<file path="config.mk">
export PLATFORM = sky130hd
export DESIGN_NAME = exec_unit
export DESIGN_NICKNAME = d
export VERILOG_FILES = /design/src/arch_defs_pkg.sv /design/src/exec_ctrl_pkg.sv /design/src/reg_bus_if.sv /design/src/alu.sv /design/src/exec_ctrl.sv /design/src/exec_unit.sv /design/src/reg_file.sv
export VERILOG_INCLUDE_DIRS = /design/src
export SDC_FILE = /design/constraint.sdc
export NUM_CORES = 1
export LEC_CHECK = 0
export BUFFER_PORTS_ARGS = -buffer_cell sky130_fd_sc_hd__buf_2
export CAP_MARGIN = 20
export CORE_AREA = 2 2 102 104
export CTS_CLUSTER_DIAMETER = 30
export DETAILED_ROUTE_END_ITERATION = 6
export DIE_AREA = 0 0 104 106
export PLACE_DENSITY = 0.79
export REMOVE_ABC_BUFFERS = 1
export SKIP_CTS_REPAIR_TIMING = 1
export SYNTH_ARGS = -nofsm -noshare
export SYNTH_HDL_FRONTEND = slang
export SYNTH_SLANG_ARGS = --single-unit
</file>
<file path="constraint.sdc">
create_clock -name clk -period 3.27 [get_ports clk]
set_clock_uncertainty 0.05 [all_clocks]
set_input_delay 0 -clock clk [delete_from_list [all_inputs] [get_ports clk]]
set_output_delay 0 -clock clk [all_outputs]
set_load 0.02 [all_outputs]
</file>
<file path="src/exec_settings.svh">
`ifndef EXEC_SETTINGS_SVH
`define EXEC_SETTINGS_SVH

// Width of one operand or result word
`define EXEC_DATA_WIDTH 8

// Number of general purpose registers
`define EXEC_REG_COUNT 4

`endif

</file>
<file path="src/arch_defs_pkg.sv">
`include "exec_settings.svh"

package arch_defs_pkg;

    // One operand or result word
    typedef logic [`EXEC_DATA_WIDTH-1:0] data_t;

    // Register index
    typedef logic [$clog2(`EXEC_REG_COUNT)-1:0] reg_addr_t;

    // ALU operation codes with 9 to 15 unused
    typedef enum logic [3:0] {
        ALU_ADD = 4'd0,    // A + B
        ALU_ADC = 4'd1,    // A + B + carry
        ALU_SUB = 4'd2,    // A - B with carry set on no borrow
        ALU_SBC = 4'd3,    // A + ~B + carry
        ALU_INR = 4'd4,    // A + 1
        ALU_DCR = 4'd5,    // A - 1
        ALU_AND = 4'd6,
        ALU_OR  = 4'd7,
        ALU_XOR = 4'd8
    } alu_op_t;

endpackage

</file>
<file path="src/exec_ctrl_pkg.sv">
package exec_ctrl_pkg;

    // Sequencer states for one instruction in flight
    typedef enum logic [1:0] {
        ST_IDLE  = 2'd0,    // Waiting for a strobe
        ST_READ  = 2'd1,    // Register file read in progress
        ST_EXEC  = 2'd2,    // ALU computing
        ST_WRITE = 2'd3     // Write back and done pulse
    } exec_state_t;

    // Negative, zero and carry from high bit to low
    typedef logic [2:0] flags_t;

    localparam int FLAG_NEG   = 2;
    localparam int FLAG_ZERO  = 1;
    localparam int FLAG_CARRY = 0;

endpackage

</file>
<file path="src/reg_bus_if.sv">
`timescale 1ns/1ps

interface reg_bus_if;
    import arch_defs_pkg::*;

    reg_addr_t rd_addr_a;    // Read port A address
    reg_addr_t rd_addr_b;    // Read port B address
    data_t     rd_data_a;    // Registered read data A
    data_t     rd_data_b;    // Registered read data B
    logic      wr_en;
    reg_addr_t wr_addr;
    data_t     wr_data;

    modport ctrl_mp (
        output rd_addr_a, rd_addr_b,
        output wr_en, wr_addr, wr_data,
        input  rd_data_a, rd_data_b
    );

    modport rf_mp (
        input  rd_addr_a, rd_addr_b,
        input  wr_en, wr_addr, wr_data,
        output rd_data_a, rd_data_b
    );

endinterface

</file>
<file path="src/alu.sv">
`timescale 1ns/1ps

`include "exec_settings.svh"

module alu (
    input  logic                   clk,
    input  logic                   reset,
    input  arch_defs_pkg::data_t   in_one,
    input  arch_defs_pkg::data_t   in_two,
    input  logic                   in_carry,
    input  arch_defs_pkg::alu_op_t alu_op,
    output arch_defs_pkg::data_t   latched_result,
    output logic                   zero_flag,
    output logic                   carry_flag,
    output logic                   negative_flag
);
    import arch_defs_pkg::*;

    localparam int DW = `EXEC_DATA_WIDTH;

    logic [DW:0] arith_sum;    // Extra bit keeps the carry-out
    logic [DW:0] cin_ext;
    logic [DW:0] one_ext;
    data_t       logic_res;
    data_t       final_res;
    logic        carry_out;

    assign cin_ext = {{DW{1'b0}}, in_carry};
    assign one_ext = {{DW{1'b0}}, 1'b1};

    always_comb begin
        arith_sum = '0;
        logic_res = '0;
        case (alu_op)
            ALU_ADD: arith_sum = {1'b0, in_one} + {1'b0, in_two};
            ALU_ADC: arith_sum = {1'b0, in_one} + {1'b0, in_two} + cin_ext;
            ALU_SUB: arith_sum = {1'b0, in_one} + {1'b0, ~in_two} + one_ext;    // Two's complement
            ALU_SBC: arith_sum = {1'b0, in_one} + {1'b0, ~in_two} + cin_ext;    // Carry means no borrow
            ALU_INR: arith_sum = {1'b0, in_one} + one_ext;
            ALU_DCR: arith_sum = {1'b0, in_one} + {1'b0, ~data_t'(1)} + one_ext;
            ALU_AND: logic_res = in_one & in_two;
            ALU_OR:  logic_res = in_one | in_two;
            ALU_XOR: logic_res = in_one ^ in_two;
            default: logic_res = '0;
        endcase

        case (alu_op)
            ALU_ADD, ALU_ADC, ALU_SUB, ALU_SBC, ALU_INR, ALU_DCR: begin
                carry_out = arith_sum[DW];    // Carry-out of the extra bit
                final_res = arith_sum[DW-1:0];
            end
            default: begin
                carry_out = 1'b0;    // Logic ops clear carry
                final_res = logic_res;
            end
        endcase
    end

    assign carry_flag    = carry_out;
    assign zero_flag     = (final_res == '0);
    assign negative_flag = final_res[DW-1];

    always_ff @(posedge clk) begin
        if (reset) begin
            latched_result <= '0;
        end else begin
            latched_result <= final_res;    // Only the result is registered
        end
    end

    // Control never issues an undefined operation code
    assert property (@(posedge clk) disable iff (reset)
        alu_op inside {ALU_ADD, ALU_ADC, ALU_SUB, ALU_SBC, ALU_INR,
                       ALU_DCR, ALU_AND, ALU_OR, ALU_XOR});

endmodule

</file>
<file path="src/exec_ctrl.sv">
`timescale 1ns/1ps

module exec_ctrl (
    input  logic                     clk,
    input  logic                     reset,
    input  logic                     instr_valid_i,
    input  arch_defs_pkg::alu_op_t   instr_op_i,
    input  arch_defs_pkg::reg_addr_t instr_dst_i,
    input  arch_defs_pkg::reg_addr_t instr_src_a_i,
    input  arch_defs_pkg::reg_addr_t instr_src_b_i,
    input  arch_defs_pkg::data_t     instr_imm_i,
    input  logic                     instr_use_imm_i,
    reg_bus_if.ctrl_mp               bus,
    output arch_defs_pkg::data_t     alu_a_o,
    output arch_defs_pkg::data_t     alu_b_o,
    output logic                     alu_carry_o,
    output arch_defs_pkg::alu_op_t   alu_op_o,
    input  arch_defs_pkg::data_t     alu_result_i,
    input  logic                     alu_zero_i,
    input  logic                     alu_carry_i,
    input  logic                     alu_negative_i,
    output logic                     busy_o,
    output logic                     done_o,
    output exec_ctrl_pkg::flags_t    flags_o,
    output arch_defs_pkg::data_t     result_o
);
    import arch_defs_pkg::*;
    import exec_ctrl_pkg::*;

    exec_state_t state_q;
    exec_state_t state_d;
    alu_op_t     op_q;
    reg_addr_t   dst_q;
    reg_addr_t   src_a_q;
    reg_addr_t   src_b_q;
    data_t       imm_q;
    logic        use_imm_q;
    flags_t      flags_q;
    logic        accept;

    // Strobes while busy are dropped
    assign accept = instr_valid_i && (state_q == ST_IDLE);

    always_comb begin
        state_d = state_q;
        case (state_q)
            ST_IDLE: begin
                if (accept) begin
                    state_d = ST_READ;
                end
            end
            ST_READ:  state_d = ST_EXEC;     // Read data registered at this edge
            ST_EXEC:  state_d = ST_WRITE;    // ALU latches, flags captured
            ST_WRITE: state_d = ST_IDLE;     // Register written
            default:  state_d = ST_IDLE;
        endcase
    end

    always_ff @(posedge clk) begin
        if (reset) begin
            state_q   <= ST_IDLE;
            op_q      <= ALU_ADD;
            dst_q     <= '0;
            src_a_q   <= '0;
            src_b_q   <= '0;
            imm_q     <= '0;
            use_imm_q <= 1'b0;
            flags_q   <= '0;
        end else begin
            state_q <= state_d;
            if (accept) begin
                op_q      <= instr_op_i;
                dst_q     <= instr_dst_i;
                src_a_q   <= instr_src_a_i;
                src_b_q   <= instr_src_b_i;
                imm_q     <= instr_imm_i;
                use_imm_q <= instr_use_imm_i;
            end
            if (state_q == ST_EXEC) begin
                flags_q[FLAG_NEG]   <= alu_negative_i;
                flags_q[FLAG_ZERO]  <= alu_zero_i;
                flags_q[FLAG_CARRY] <= alu_carry_i;
            end
        end
    end

    assign bus.rd_addr_a = src_a_q;
    assign bus.rd_addr_b = src_b_q;
    assign bus.wr_en     = (state_q == ST_WRITE);
    assign bus.wr_addr   = dst_q;
    assign bus.wr_data   = alu_result_i;    // Latched ALU result

    assign alu_a_o     = bus.rd_data_a;
    assign alu_b_o     = use_imm_q ? imm_q : bus.rd_data_b;    // Immediate replaces B
    assign alu_carry_o = flags_q[FLAG_CARRY];                 // Carry feedback
    assign alu_op_o    = op_q;

    assign busy_o   = (state_q != ST_IDLE);
    assign done_o   = (state_q == ST_WRITE);
    assign flags_o  = flags_q;
    assign result_o = alu_result_i;

    // Done is a single-cycle pulse per instruction
    assert property (@(posedge clk) disable iff (reset) done_o |=> !done_o);

    // Every write back belongs to an instruction accepted three edges earlier
    assert property (@(posedge clk) disable iff (reset)
        bus.wr_en |-> $past(accept, 3));

endmodule

</file>
<file path="src/exec_unit.sv">
`timescale 1ns/1ps

module exec_unit (
    input  logic                     clk,
    input  logic                     reset,
    input  logic                     instr_valid_i,
    input  arch_defs_pkg::alu_op_t   instr_op_i,
    input  arch_defs_pkg::reg_addr_t instr_dst_i,
    input  arch_defs_pkg::reg_addr_t instr_src_a_i,
    input  arch_defs_pkg::reg_addr_t instr_src_b_i,
    input  arch_defs_pkg::data_t     instr_imm_i,
    input  logic                     instr_use_imm_i,
    output logic                     busy_o,
    output logic                     done_o,
    output arch_defs_pkg::data_t     result_o,
    output logic                     zero_o,
    output logic                     carry_o,
    output logic                     negative_o
);
    import arch_defs_pkg::*;
    import exec_ctrl_pkg::*;

    data_t   alu_a;
    data_t   alu_b;
    logic    alu_cin;
    alu_op_t alu_op;
    data_t   alu_result;
    logic    alu_zero;
    logic    alu_carry;
    logic    alu_negative;
    flags_t  flags;

    reg_bus_if u_bus ();

    exec_ctrl u_ctrl (
        .clk             (clk),
        .reset           (reset),
        .instr_valid_i   (instr_valid_i),
        .instr_op_i      (instr_op_i),
        .instr_dst_i     (instr_dst_i),
        .instr_src_a_i   (instr_src_a_i),
        .instr_src_b_i   (instr_src_b_i),
        .instr_imm_i     (instr_imm_i),
        .instr_use_imm_i (instr_use_imm_i),
        .bus             (u_bus.ctrl_mp),
        .alu_a_o         (alu_a),
        .alu_b_o         (alu_b),
        .alu_carry_o     (alu_cin),
        .alu_op_o        (alu_op),
        .alu_result_i    (alu_result),
        .alu_zero_i      (alu_zero),
        .alu_carry_i     (alu_carry),
        .alu_negative_i  (alu_negative),
        .busy_o          (busy_o),
        .done_o          (done_o),
        .flags_o         (flags),
        .result_o        (result_o)
    );

    reg_file u_rf (
        .clk   (clk),
        .reset (reset),
        .bus   (u_bus.rf_mp)
    );

    alu u_alu (
        .clk            (clk),
        .reset          (reset),
        .in_one         (alu_a),
        .in_two         (alu_b),
        .in_carry       (alu_cin),
        .alu_op         (alu_op),
        .latched_result (alu_result),
        .zero_flag      (alu_zero),
        .carry_flag     (alu_carry),
        .negative_flag  (alu_negative)
    );

    assign zero_o     = flags[FLAG_ZERO];     // Split from the flag register
    assign carry_o    = flags[FLAG_CARRY];
    assign negative_o = flags[FLAG_NEG];

endmodule

</file>
<file path="src/reg_file.sv">
`timescale 1ns/1ps

`include "exec_settings.svh"

module reg_file (
    input logic      clk,
    input logic      reset,
    reg_bus_if.rf_mp bus
);
    import arch_defs_pkg::*;

    data_t regs [`EXEC_REG_COUNT];

    always_ff @(posedge clk) begin
        if (reset) begin
            for (int i = 0; i < `EXEC_REG_COUNT; i++) begin
                regs[i] <= '0;
            end
            bus.rd_data_a <= '0;
            bus.rd_data_b <= '0;
        end else begin
            if (bus.wr_en) begin
                regs[bus.wr_addr] <= bus.wr_data;    // Lands on this edge
            end
            // Same-cycle read of the written register sees the old value
            bus.rd_data_a <= regs[bus.rd_addr_a];
            bus.rd_data_b <= regs[bus.rd_addr_b];
        end
    end

    // The sequencer must present a clean destination with every write
    assert property (@(posedge clk) disable iff (reset)
        bus.wr_en |-> !$isunknown(bus.wr_addr));

endmodule

</file>
== Word level (Yosys, flattened, before mapping) ==
Memories as Yosys holds them, arrays and structs flattened. A register that Yosys moved wholly into a read port is not among the register bits.
Cells that the tools add are included.

* Register bits: 32
* Bits in writable memories: 32
* Input bits: 22
* Output and inout bits: 13
* Logic and storage cells: 56
* Memories kept: 1

{| class="wikitable"
|+ Memory list
! memory !! words !! width !! read ports !! clocked after Yosys merged registers in !! wr ports !! RTL line !! text
|-
| u_rf.regs || 4 || 8 || 2 || 2 || 4 || reg_file.sv:12 || <nowiki>data_t regs [`EXEC_REG_COUNT];</nowiki>
|}

* $add $sub $neg: 8
* Eq/ne operators: 12
* Multiplexer cells: 15
* Bitwise logic cells: 4
* Reductions and logical operators: 7

{| class="wikitable"
|+ Operators with widths
! kind !! number
|-
| 9-bit one-hot mux with 6 select lines || 1
|-
| 8-bit two-way mux || 3
|-
| 8-bit one-hot mux with 3 select lines || 1
|-
| 8-bit by 8-bit adder with 9-bit output || 2
|-
| 9-bit by 1-bit adder with 9-bit output || 2
|-
| 9-bit by 1-bit adder with 9-bit output, second input constant || 2
|-
| 4-bit by 3-bit == test with 1-bit output, second input constant || 4
|-
| 8-bit by 1-bit adder with 9-bit output, second input constant || 1
|-
| 8-bit by 8-bit adder with 9-bit output, second input constant || 1
|-
| 8-bit bitwise AND || 1
|-
| 4-bit by 2-bit == test with 1-bit output, second input constant || 2
|-
| 8-bit logical NOT || 1
|-
| 8-bit NOT || 1
|-
| 8-bit OR || 1
|-
| 2-bit one-hot mux with 4 select lines || 1
|-
| 8-bit OR reduction || 1
|-
| 8-bit bitwise XOR || 1
|-
| 1-bit two-way mux || 7
|-
| 6-bit OR reduction || 1
|-
| 2-bit == test, second input constant || 2
|-
| 4-bit by 1-bit == test with 1-bit output, second input constant || 1
|-
| 4-bit == test, second input constant || 1
|-
| 4-bit logical NOT || 1
|-
| 2-bit two-way mux || 2
|-
| other kinds (5) || 5
|}

== Longest topological paths before layout ==
Gate-level depths: netlist of run 1.

* Word-level depth: 7
* Gate-level depth with buffers: 15
* Mapped depth without buffers: 14

== Cells and area by module ==
From an unflattened synthesis of run 1, not the netlist that was laid out.

* Cells, all modules: 647
* Area, all modules: 6,183.4 um2

{| class="wikitable"
|+ Modules (own cells, without submodules)
! module !! instances !! cells each !! area an instance (um2) !! sequential area each (um2)
|-
| alu || 1 || 350 || 2,595.0 || 160.2
|-
| reg_file || 1 || 150 || 2,087.0 || 1,281.2
|-
| exec_ctrl || 1 || 147 || 1,501.4 || 480.5
|}

== Worst setup path after synthesis of run 1 ==
Ideal clock, no wire load.

* Kind: register to register
* Start point: register u_ctrl.use_imm_q
* End point: register u_ctrl.flags_q[1], in the netlist u_ctrl.flags_o[1]
* Library setup time: 0.087 ns
* Arrival: 3.470 ns
* Data required time: 3.133 ns
* Slack: -0.337 ns
* Cell stages (with the launch flop): 15
* Path buffers: 1
* Period minus slack after synthesis: 3.607 ns
* Path through: dfxtp_1 > clkbuf_1 > mux2i_1 > inv_1 > ha_1 > fa_1 > nand2_1 > o21ai_0 > ha_1 > a32o_1 > a2111oi_0 > nand2_1 > nor4b_2 > nand4_1 > o31ai_1

* Longest elaborated chain between the ends: 7
* Elaborated cells between the ends (all ways): 14
* Classes of those cells: add/sub: 5; mux: 4; bitwise: 4; reduce/logical: 1

{| class="wikitable"
|+ RTL lines
! element !! RTL line !! text
|-
| start, declared || exec_ctrl.sv:37 || <nowiki>logic use_imm_q;</nowiki>
|-
| start signal, assigned || exec_ctrl.sv:77 || <nowiki>use_imm_q <= instr_use_imm_i;</nowiki>
|-
| 8-bit two-way mux (*) || exec_ctrl.sv:94 || <nowiki>assign alu_b_o = use_imm_q ? imm_q : bus.rd_data_b;</nowiki>
|-
| 8-bit NOT || alu.sv:37, alu.sv:38 ||
|-
| 8-bit by 8-bit adder with 9-bit output || alu.sv:37, alu.sv:38 ||
|-
| 9-bit by 1-bit adder with 9-bit output (on tied branches) || alu.sv:38, alu.sv:37 ||
|-
| 9-bit one-hot mux with 6 select lines || alu.sv:34 || <nowiki>case (alu_op)</nowiki>
|-
| 8-bit two-way mux (*) || alu.sv:47 || <nowiki>case (alu_op)</nowiki>
|-
| 8-bit logical NOT (*) || alu.sv:60 || <nowiki>assign zero_flag = (final_res == '0);</nowiki>
|-
| end signal, assigned by index || exec_ctrl.sv:80 || <nowiki>flags_q[FLAG_NEG] <= alu_negative_i;</nowiki>
|-
| end signal, assigned by index || exec_ctrl.sv:81 || <nowiki>flags_q[FLAG_ZERO] <= alu_zero_i;</nowiki>
|-
| end signal, assigned by index || exec_ctrl.sv:82 || <nowiki>flags_q[FLAG_CARRY] <= alu_carry_i;</nowiki>
|-
| end, declared || exec_ctrl.sv:38 || <nowiki>flags_t flags_q;</nowiki>
|}

Every way passes the cells marked *; elsewhere a longest branch is shown, timed or not.
A chain may end at the register's enable or synchronous reset.

== Worst setup path after layout of run 1 ==
Same ends and word-level chain as after synthesis.

==> results of run 1 <==
## final cells by class
cell class / instances / area [um^2] / area share
clock buffer: 14 / 176.4 / 0.02576
clock inverter: 2 / 11.26 / 0.001644
inverter: 30 / 112.6 / 0.01644
multi-input combinational: 431 / 3565 / 0.5205
sequential: 80 / 1926 / 0.2811
tap: 136 / 170.2 / 0.02484
timing repair buffer: 121 / 888.4 / 0.1297
## layer usage
metal  share of wire  global-route usage  routed length (um)  vias up
li1                -                   -                   -     2245
met1            0.41              0.3068                6071     2266
met2            0.51              0.4544                7581      185
met3           0.051             0.03433                 753       37
met4           0.033              0.1699                 486        0
met5               0                   0                   0        -
## synth_stat cells, drive strengths merged (5+ instances only)
cell type  instances
a211oi             7
a21oi             40
a221oi             6
and2              53
buf               11
clkbuf            19
dfxtp             48
edfxtp            32
ha                35
inv               30
mux2i             14
mux4              16
nand2             60
nand3             12
nor2              32
nor3              10
nor3b              5
nor4               5
o211ai             5
o21ai             15
o31ai              6
or3                5
xnor2             30
xor2               5
## power breakdown
part           leakage, uW  internal [uW]  switching [uW]  total, uW
Sequential        0.000726           1170             152       1320
Clock             0.000100            346             327        673
Combinational      0.00193           1000            1160       2170
## registers in the layout (all words and copies together), names as in the netlist
register / count
u_ctrl.use_imm_q: 1
u_ctrl.flags_o: 3
u_ctrl.state_q: 2
u_ctrl.imm_q: 8
u_ctrl.bus.wr_addr: 2
u_rf.bus.rd_data_a: 8
u_ctrl.alu_op_o: 4
u_rf.regs: 32
u_ctrl.bus.rd_addr_b: 2
u_ctrl.bus.rd_addr_a: 2
u_rf.bus.rd_data_b: 8
u_alu.latched_result: 8
## critical path, stage by stage, from the launching register on
cell,delay [ps]
dfxtp_4,370
mux2i_4,260
ha_2,230
inv_1,80
fa_2,580
o21ai_2,80
ha_1,330
a32o_1,250
a2111oi_2,340
buf_4,190
nand2_1,60
nor4b_2,270
nand4_1,120
o31ai_1,190
## cell families (layout without fill, tap and decap cells)
family,count (synthesis),after routing,share of synthesized area
buffers and inverters,60,167,0.04624
and+or+nand+nor,215,215,0.2189
xor gates and xnor gates,35,35,0.05609
DFF,80,80,0.3516
AOI/OAI and AO/OA,113,113,0.1461
adders and majority gates,37,37,0.08745
muxes,31,31,0.09364
## how the worst max path moves through the flow
stage	from	endpoint	slack [ps]
6_report	u_ctrl.use_imm_q	u_ctrl.flags_o[1]	-210
5_1_grt	u_ctrl.use_imm_q	u_ctrl.flags_o[1]	-320
4_1_cts	u_ctrl.use_imm_q	u_ctrl.flags_o[1]	-310
3_5_place_dp	u_ctrl.use_imm_q	u_ctrl.flags_o[1]	-270
3_3_place_gp	u_ctrl.use_imm_q	u_ctrl.flags_o[1]	-90
2_1_floorplan	u_ctrl.alu_op_o[0]	u_ctrl.flags_o[1]	-320
## metrics by stage
stage	hold WS, ps	cells	setup TNS [ps]	utilization	setup slack [ps]
3_5_place_dp	199.2	767	-718.8	0.6086	-270.7
3_3_place_gp	193.0	767	-98.97	0.6086	-85.34
5_1_grt	168.0	814	-1155	0.6849	-322.1
4_1_cts	-180.5	783	-948.6	0.6274	-312.9
2_1_floorplan	17.86	541	-604.6	-	-319.0
6_report	159.7	814	-343.9	0.6849	-215.0
==> results.json, run 1 <==
{
  "status": "finished with violations",
  "violations": "negative setup slack",
  "detail-route-antenna-nets": 0,
  "gp_routability_congestion": 1.018,
  "drive_gt1_frac": 0.2920,
  "fmax_ghz": 0.2869,
  "cts_tree": "done",
  "hold_class": "in -> reg",
  "yosysTopAreaCell": "dfxtp_1",
  "viasPerCell": 5.814,
  "crit_fanout": 3,
  "synth_edf_count": 32,
  "totalWireLength_um": 14890,
  "place_hpwl_um": 10790,
  "hold_end": "u_alu.latched_result[0]",
  "grt_max_degree": 36,
  "r2r_slack_ps": -210,
  "die_width_um": 104,
  "nFillCells": 785,
  "worstReg2RegStart": "u_ctrl.use_imm_q",
  "clock_latency_ps": 340,
  "numCtsBuffers": 9,
  "async_flop_share": 0,
  "synth_ff_type": "dfxtp_1",
  "rr_endpoint": "u_ctrl.flags_o[1]",
  "worstHoldStart": "reset",
  "grt_pass1_wl_um": 22760,
  "p_leak_uw": 0.002754,
  "dr.pass1.iters": 7,
  "io_pins": 35,
  "synth.ff_latch_count": 80,
  "antenna_found_initial": 0,
  "synthDistinctLibCells": 76,
  "fp.dieArea_mm2": 0.01102,
  "ir_drop_mv": 0.4910,
  "wl_per_cell_um": 18.30,
  "cts_sinks": 80,
  "yosys-top-cells-area": "dfxtp_1, edfxtp_1, ha_1",
  "syn_to_final_growth_pct": 25.32,
  "synth_cells": 571,
  "final_nets": 732,
  "stdcell_area_mm2": 0.006849,
  "htree_num_levels": 3,
  "portBuffers": 34,
  "grt_pass1_vias": 4756,
  "syn_avg_cell_area_um2": 9.571,
  "relSlewSlack": 0.1611,
  "power_uw": 4164,
  "p_per_area_mw_per_mm2": 607.9,
  "clk_pin_slew_worst_paths_ps": 70,
  "final_common_cell": "buf_4",
  "setup-violations-final": 4,
  "yosysWarnings": 0,
  "tightest_slew_ps": 1249,
  "start_util": 0.5465,
  "drc": 0,
  "maxSlewViolCount": 0,
  "hold_viol": 0,
  "worst-endpoint-arrival_ps": 3700,
  "cts_root_buf": "clkbuf_8",
  "layout_setup_ws_ps": -215.0,
  "start_kind": "flip-flop",
  "num_rows": 37,
  "overflow": 0,
  "end_kind": "flip-flop",
  "syn_area_mm2": 0.005465,
  "drv_cap": 0,
  "worstPathRequired_ps": 3480,
  "yosysSeqAreaShare": 0.3516,
  "mostFrequentLayoutCells": "buf_4, nand2_1, and2_1, dfxtp_1, a21oi_1",
  "drtIter0Drc": 286,
  "grt_setup_unrepaired": "yes",
  "clock_path_buffers": 2,
  "period_share": 1.066,
  "hold_depth": 2,
  "die_h_um": 106,
  "min_period_ps": 3485,
  "worst-setup-path-type": "reg -> reg",
  "via_count": 4733,
  "n_antenna_cell": 0,
  "synth_top_area_frac": 0.1758,
  "reg2reg_depth": 13,
  "grt_util_all_layers": 0.2622,
  "core_mm2": 0.01000,
  "placed_area_mm2": 0.006086
}
(Power assumes the default switching activity.)
==> run 2: changes to the inputs <==
CORE_AREA = 2 2 143 75   (was 2 2 102 104)
CTS_BUF_LIST = sky130_fd_sc_hd__clkbuf_16   (was not set)
DIE_AREA = 0 0 145 77   (was 0 0 104 106)
GPL_TIMING_DRIVEN = 1   (was not set)
PLACE_DENSITY = 0.8   (was 0.79)
==> run 2 against run 1 <==
The flow still finishes with violations (negative setup slack). Sequential cell count is the same. Die area grew 1.3%. Sequential share of layout area shrank 0.92 points. Combinational power grew 3%. Via count grew 6.1%. Critical path depth grew 4. Largest cell class unchanged. Largest power group unchanged.
==> results.json, run 2 (synthesis gave the netlist of run 1 again) <==
{
  "portBuffers": 34,
  "n_antenna_cell": 0,
  "path_buf_inv": 7,
  "end_kind": "flip-flop",
  "holdWs_ps": 128.9,
  "totalWireLength_um": 17550,
  "period_share": 1.036,
  "grt_setup_unrepaired": "yes",
  "fp.dieArea_mm2": 0.01117,
  "clk_pin_slew_worst_paths_ps": 60,
  "core_mm2": 0.009922,
  "via_count": 5021,
  "drtIter0Drc": 637,
  "drc": 0,
  "grt_pass1_wl_um": 25920,
  "final_util": 0.7126,
  "setup-violations-final": 4,
  "maxSlewViolCount": 0,
  "overflow": 0,
  "cts_root_buf": "clkbuf_16",
  "start_util": 0.5508,
  "tightest_slew_ps": 1062,
  "gp_routability_congestion": 0.9650,
  "p_leak_uw": 0.002898,
  "worst-endpoint-arrival_ps": 3590,
  "htree_num_levels": 3,
  "cts_sinks": 80,
  "relSlewSlack": 0.2867,
  "wl_per_cell_um": 21.09,
  "place_hpwl_um": 13050,
  "grt_pass1_vias": 4648,
  "antenna_found_initial": 0,
  "cpLargestDelayFamily": "buffers and inverters",
  "hold_class": "in -> reg",
  "viasPerCell": 6.035,
  "num_rows": 26,
  "clock_latency_ps": 330,
  "nFillCells": 738,
  "p_per_area_mw_per_mm2": 656.5,
  "cts_tree": "done",
  "drv_cap": 0,
  "worst_path_max_delay_cell": "or3_1",
  "status": "finished with violations",
  "mostFrequentLayoutCells": "buf_4, nand2_1, and2_1, dfxtp_1, a21oi_1",
  "worst-setup-path-type": "reg -> reg",
  "min_period_ps": 3387,
  "largest_register_ffs": 32,
  "cpMostUsedCell": "buf_4",
  "fmax_ghz": 0.2952,
  "final_nets": 746,
  "hold_viol": 0,
  "grt_util_all_layers": 0.3039,
  "worstPathRequired_ps": 3470,
  "die_h_um": 77,
  "start_kind": "flip-flop",
  "crit_fanout": 4,
  "die_width_um": 145,
  "drive_gt1_frac": 0.2962,
  "dr.pass1.iters": 7,
  "violations": "negative setup slack",
  "syn_to_final_growth_pct": 29.37,
  "grt_max_degree": 35,
  "ir_drop_mv": 0.5135,
  "path_cells": "buf_6, buf_6, mux2i_1, buf_4, ha_4, inv_2, a22o_4, buf_4, buf_12, or3_1, and3_1, nor3_2, a21oi_1, buf_4, xnor2_2, o211ai_2, o31ai_1",
  "fin_cells": 832,
  "regMostFlops": "u_rf.regs",
  "numCtsBuffers": 9,
  "layout_setup_ws_ps": -117.0,
  "clock_path_buffers": 2,
  "max_stage_delay_ps": 360,
  "io_pins": 35,
  "detail-route-antenna-nets": 0,
  "final_common_cell": "buf_4",
  "dp.cells": 789
}
-- run 2: cell count changes in the layout (fill, tap and decap cells not counted), sizes merged --
cell,delta
bufinv,+1
clkbuf,-3
clkinvlp,+1
buf,+14
clkinv,+1
-- run 2: cell type report --
cell class,count,area (um^2),area share
multi-input cells,431,3535,0.4999
flip-flops and latches,80,1923,0.2720
repair buffers,135,998.5,0.1412
clock buffers,11,275.3,0.03893
well taps,140,175.2,0.02477
inverters,30,112.6,0.01593
clock inverters,5,51.30,0.007255
-- run 2: power by group --
group	internal [uW]	switching (uW)	total [uW]	leakage (uW)
clock	678	393	1070	0.000163
combinational	996	1240	2230	0.00201
sequential	1170	164	1340	0.000726
-- run 2: metal layers --
layer,global-route usage,vias up,part of all wire
li1,-,2272,-
met1,0.4731,2440,0.46
met2,0.4076,280,0.41
met3,0.09881,29,0.12
met4,0.04653,0,0.011
met5,0,-,0
-- run 2: final timing paths --
check	end	from	slack, ps	depth (start not counted)
worst max-delay path	u_ctrl.flags_o[1]	u_ctrl.use_imm_q	-120	17
worst min-delay path	u_rf.bus.rd_data_a[6]	reset	130	4
worst max register to register	u_ctrl.flags_o[1]	u_ctrl.use_imm_q	-120	17
worst min register to register	u_ctrl.imm_q[4]	u_ctrl.imm_q[4]	420	2
-- run 2: through the flow --
step	total power [uW]	setup WS [ps]	cell area, um^2	setup TNS, ps
finish	4642	-117.0	7071	-390.5
CTS	4364	-456.2	6565	-1262
floorplan	2511	-319.0	5325	-604.6
global route	4853	-255.2	7071	-1001
detailed placement	3290	-363.6	6238	-1016
global placement	3232	-188.5	6231	-317.7
-- run 2: worst min-delay path, cell delays in order --
cell and delay (ps):
buf_2 90, inv_1 30, buf_4 190, and2_1 150
==> run 3: changes to the inputs <==
CORE_AREA = 2 2 142 75   (was 2 2 143 75)
CTS_BUF_LIST = sky130_fd_sc_hd__clkbuf_2   (was sky130_fd_sc_hd__clkbuf_16)
DIE_AREA = 0 0 144 77   (was 0 0 145 77)
PLACE_DENSITY = 0.77   (was 0.8)
==> run 3 against run 2 <==
The run still ends with negative setup slack left. Design area increased by 1.0%. Die area shrank 0.69%. Cell count up 2.8%. Critical path depth down 3. Setup slack lost 120 ps. Combinational power up 4%. Largest power group unchanged.
==> results.json, run 3 (synthesis gave the netlist of run 1 again) <==
{
  "nFillCells": 717,
  "grt_pass1_wl_um": 25490,
  "hold_class": "in -> reg",
  "clock_path_buffers": 2,
  "totalWireLength_um": 17580,
  "wl_per_cell_um": 20.56,
  "die_h_um": 77,
  "r2r_slack_ps": -240,
  "grt_max_degree": 35,
  "mostFrequentLayoutCells": "buf_4, nand2_1, and2_1, dfxtp_1, dlygate4sd3_1",
  "period_share": 1.074,
  "maxSlewViolCount": 0,
  "violations": "negative setup slack",
  "die_width_um": 144,
  "worstPathRequired_ps": 3660,
  "largest_register_ffs": 32,
  "final_util": 0.7248,
  "final_nets": 768,
  "cts_root_buf": "clkbuf_2",
  "portBuffers": 34,
  "overflow": 0,
  "start_util": 0.5545,
  "relSlewSlack": 0.2410,
  "clk_pin_slew_worst_paths_ps": 220,
  "final_common_cell": "buf_4",
  "tightest_slew_ps": 1130,
  "drive_gt1_frac": 0.2997,
  "p_per_area_mw_per_mm2": 606.8,
  "grt_pass1_vias": 4557,
  "dr.pass1.iters": 6,
  "numCtsBuffers": 9,
  "end_kind": "flip-flop",
  "ir_drop_mv": 0.5766,
  "worst-setup-path-type": "reg -> reg",
  "max_stage_delay_ps": 510,
  "start_kind": "flip-flop",
  "regMostFlops": "u_rf.regs",
  "reg2reg_depth": 14,
  "via_count": 5075,
  "p_leak_uw": 0.002976,
  "grt_util_all_layers": 0.3070,
  "fmax_ghz": 0.2848,
  "cts_sinks": 80,
  "holdWs_ps": 239.7,
  "pre_cts_ws_ps": -315.4,
  "grt_setup_unrepaired": "yes",
  "layout_setup_ws_ps": -241.4,
  "place_hpwl_um": 12790,
  "power_uw": 4335,
  "worst-endpoint-arrival_ps": 3900,
  "hold_depth": 4,
  "detail-route-antenna-nets": 0,
  "num_rows": 26,
  "fp.dieArea_mm2": 0.01109,
  "crit_fanout": 3,
  "core_mm2": 0.009857,
  "setup-violations-final": 6,
  "stdcell_area_mm2": 0.007144,
  "drv_cap": 0,
  "min_period_ps": 3511,
  "worst_path_max_delay_cell": "fa_1",
  "hold_viol": 0,
  "status": "finished with violations",
  "path_cells": "mux2i_4, inv_1, ha_2, fa_1, nand2_1, o21ai_2, ha_1, a32o_2, a2111oi_4, buf_4, nand2_2, nor4b_2, nand4_1, o31ai_1",
  "placed_area_mm2": 0.006221,
  "viasPerCell": 5.936,
  "cts_tree": "done",
  "antenna_found_initial": 0,
  "drc": 0,
  "io_pins": 35,
  "syn_to_final_growth_pct": 30.72,
  "clock_latency_ps": 540,
  "htree_num_levels": 3,
  "gp_routability_congestion": 0.9816,
  "drtIter0Drc": 475
}
[run 3: final timing paths]
path                                        from                 to
worst min-delay path              instr_imm_i[4]    u_ctrl.imm_q[4]
worst min register to register   u_ctrl.imm_q[4]    u_ctrl.imm_q[4]
worst max-delay path            u_ctrl.use_imm_q  u_ctrl.flags_o[1]
worst max register to register  u_ctrl.use_imm_q  u_ctrl.flags_o[1]
[run 3: per-layer routing]
metal	vias up	global-route usage	routed length (um)
li1	2317	-	-
met1	2438	0.4804	7821
met2	280	0.4081	7215
met3	40	0.1093	2264
met4	0	0.04216	275
met5	-	0	0
[run 3: through the flow]
| step | std cells | TNS, ps |
|---|---|---|
| 6_report | 855 | -715.0 |
| 3_3_place_gp | 786 | -294.4 |
| 2_1_floorplan | 541 | -604.6 |
| 4_1_cts | 803 | -1036 |
| 5_1_grt | 854 | -1400 |
| 3_5_place_dp | 787 | -741.0 |
[run 3: where the power goes]
group | switching, uW | leakage, uW | total (uW) | internal [uW]
clock | 347 | 0.0000962 | 678 | 331
sequential | 168 | 0.000726 | 1340 | 1170
combinational | 1240 | 0.00215 | 2320 | 1080
[run 3: layout make-up]
class	instances	area (um^2)	area share
Inverter	30	112.6	0.01576
Clock inverter	6	106.4	0.01489
Clock buffer	10	50.05	0.007005
Tap cell	140	175.2	0.02452
Timing Repair Buffer	157	1231	0.1723
Sequential cell	80	1926	0.2695
Antenna cell	1	2.502	0.0003503
Multi-Input combinational cell	431	3541	0.4956
[run 3: worst max-delay path, delay by kind of cell, from the launching register on]
| kind | cells | cell delay [ps] |
|---|---|---|
| buffers and inverters | 2 | 240 |
| adders and majority gates | 3 | 940 |
| DFF | 1 | 440 |
| and+or+nand+nor | 4 | 580 |
| muxes | 1 | 250 |
| AOI/OAI and AO/OA | 4 | 910 |
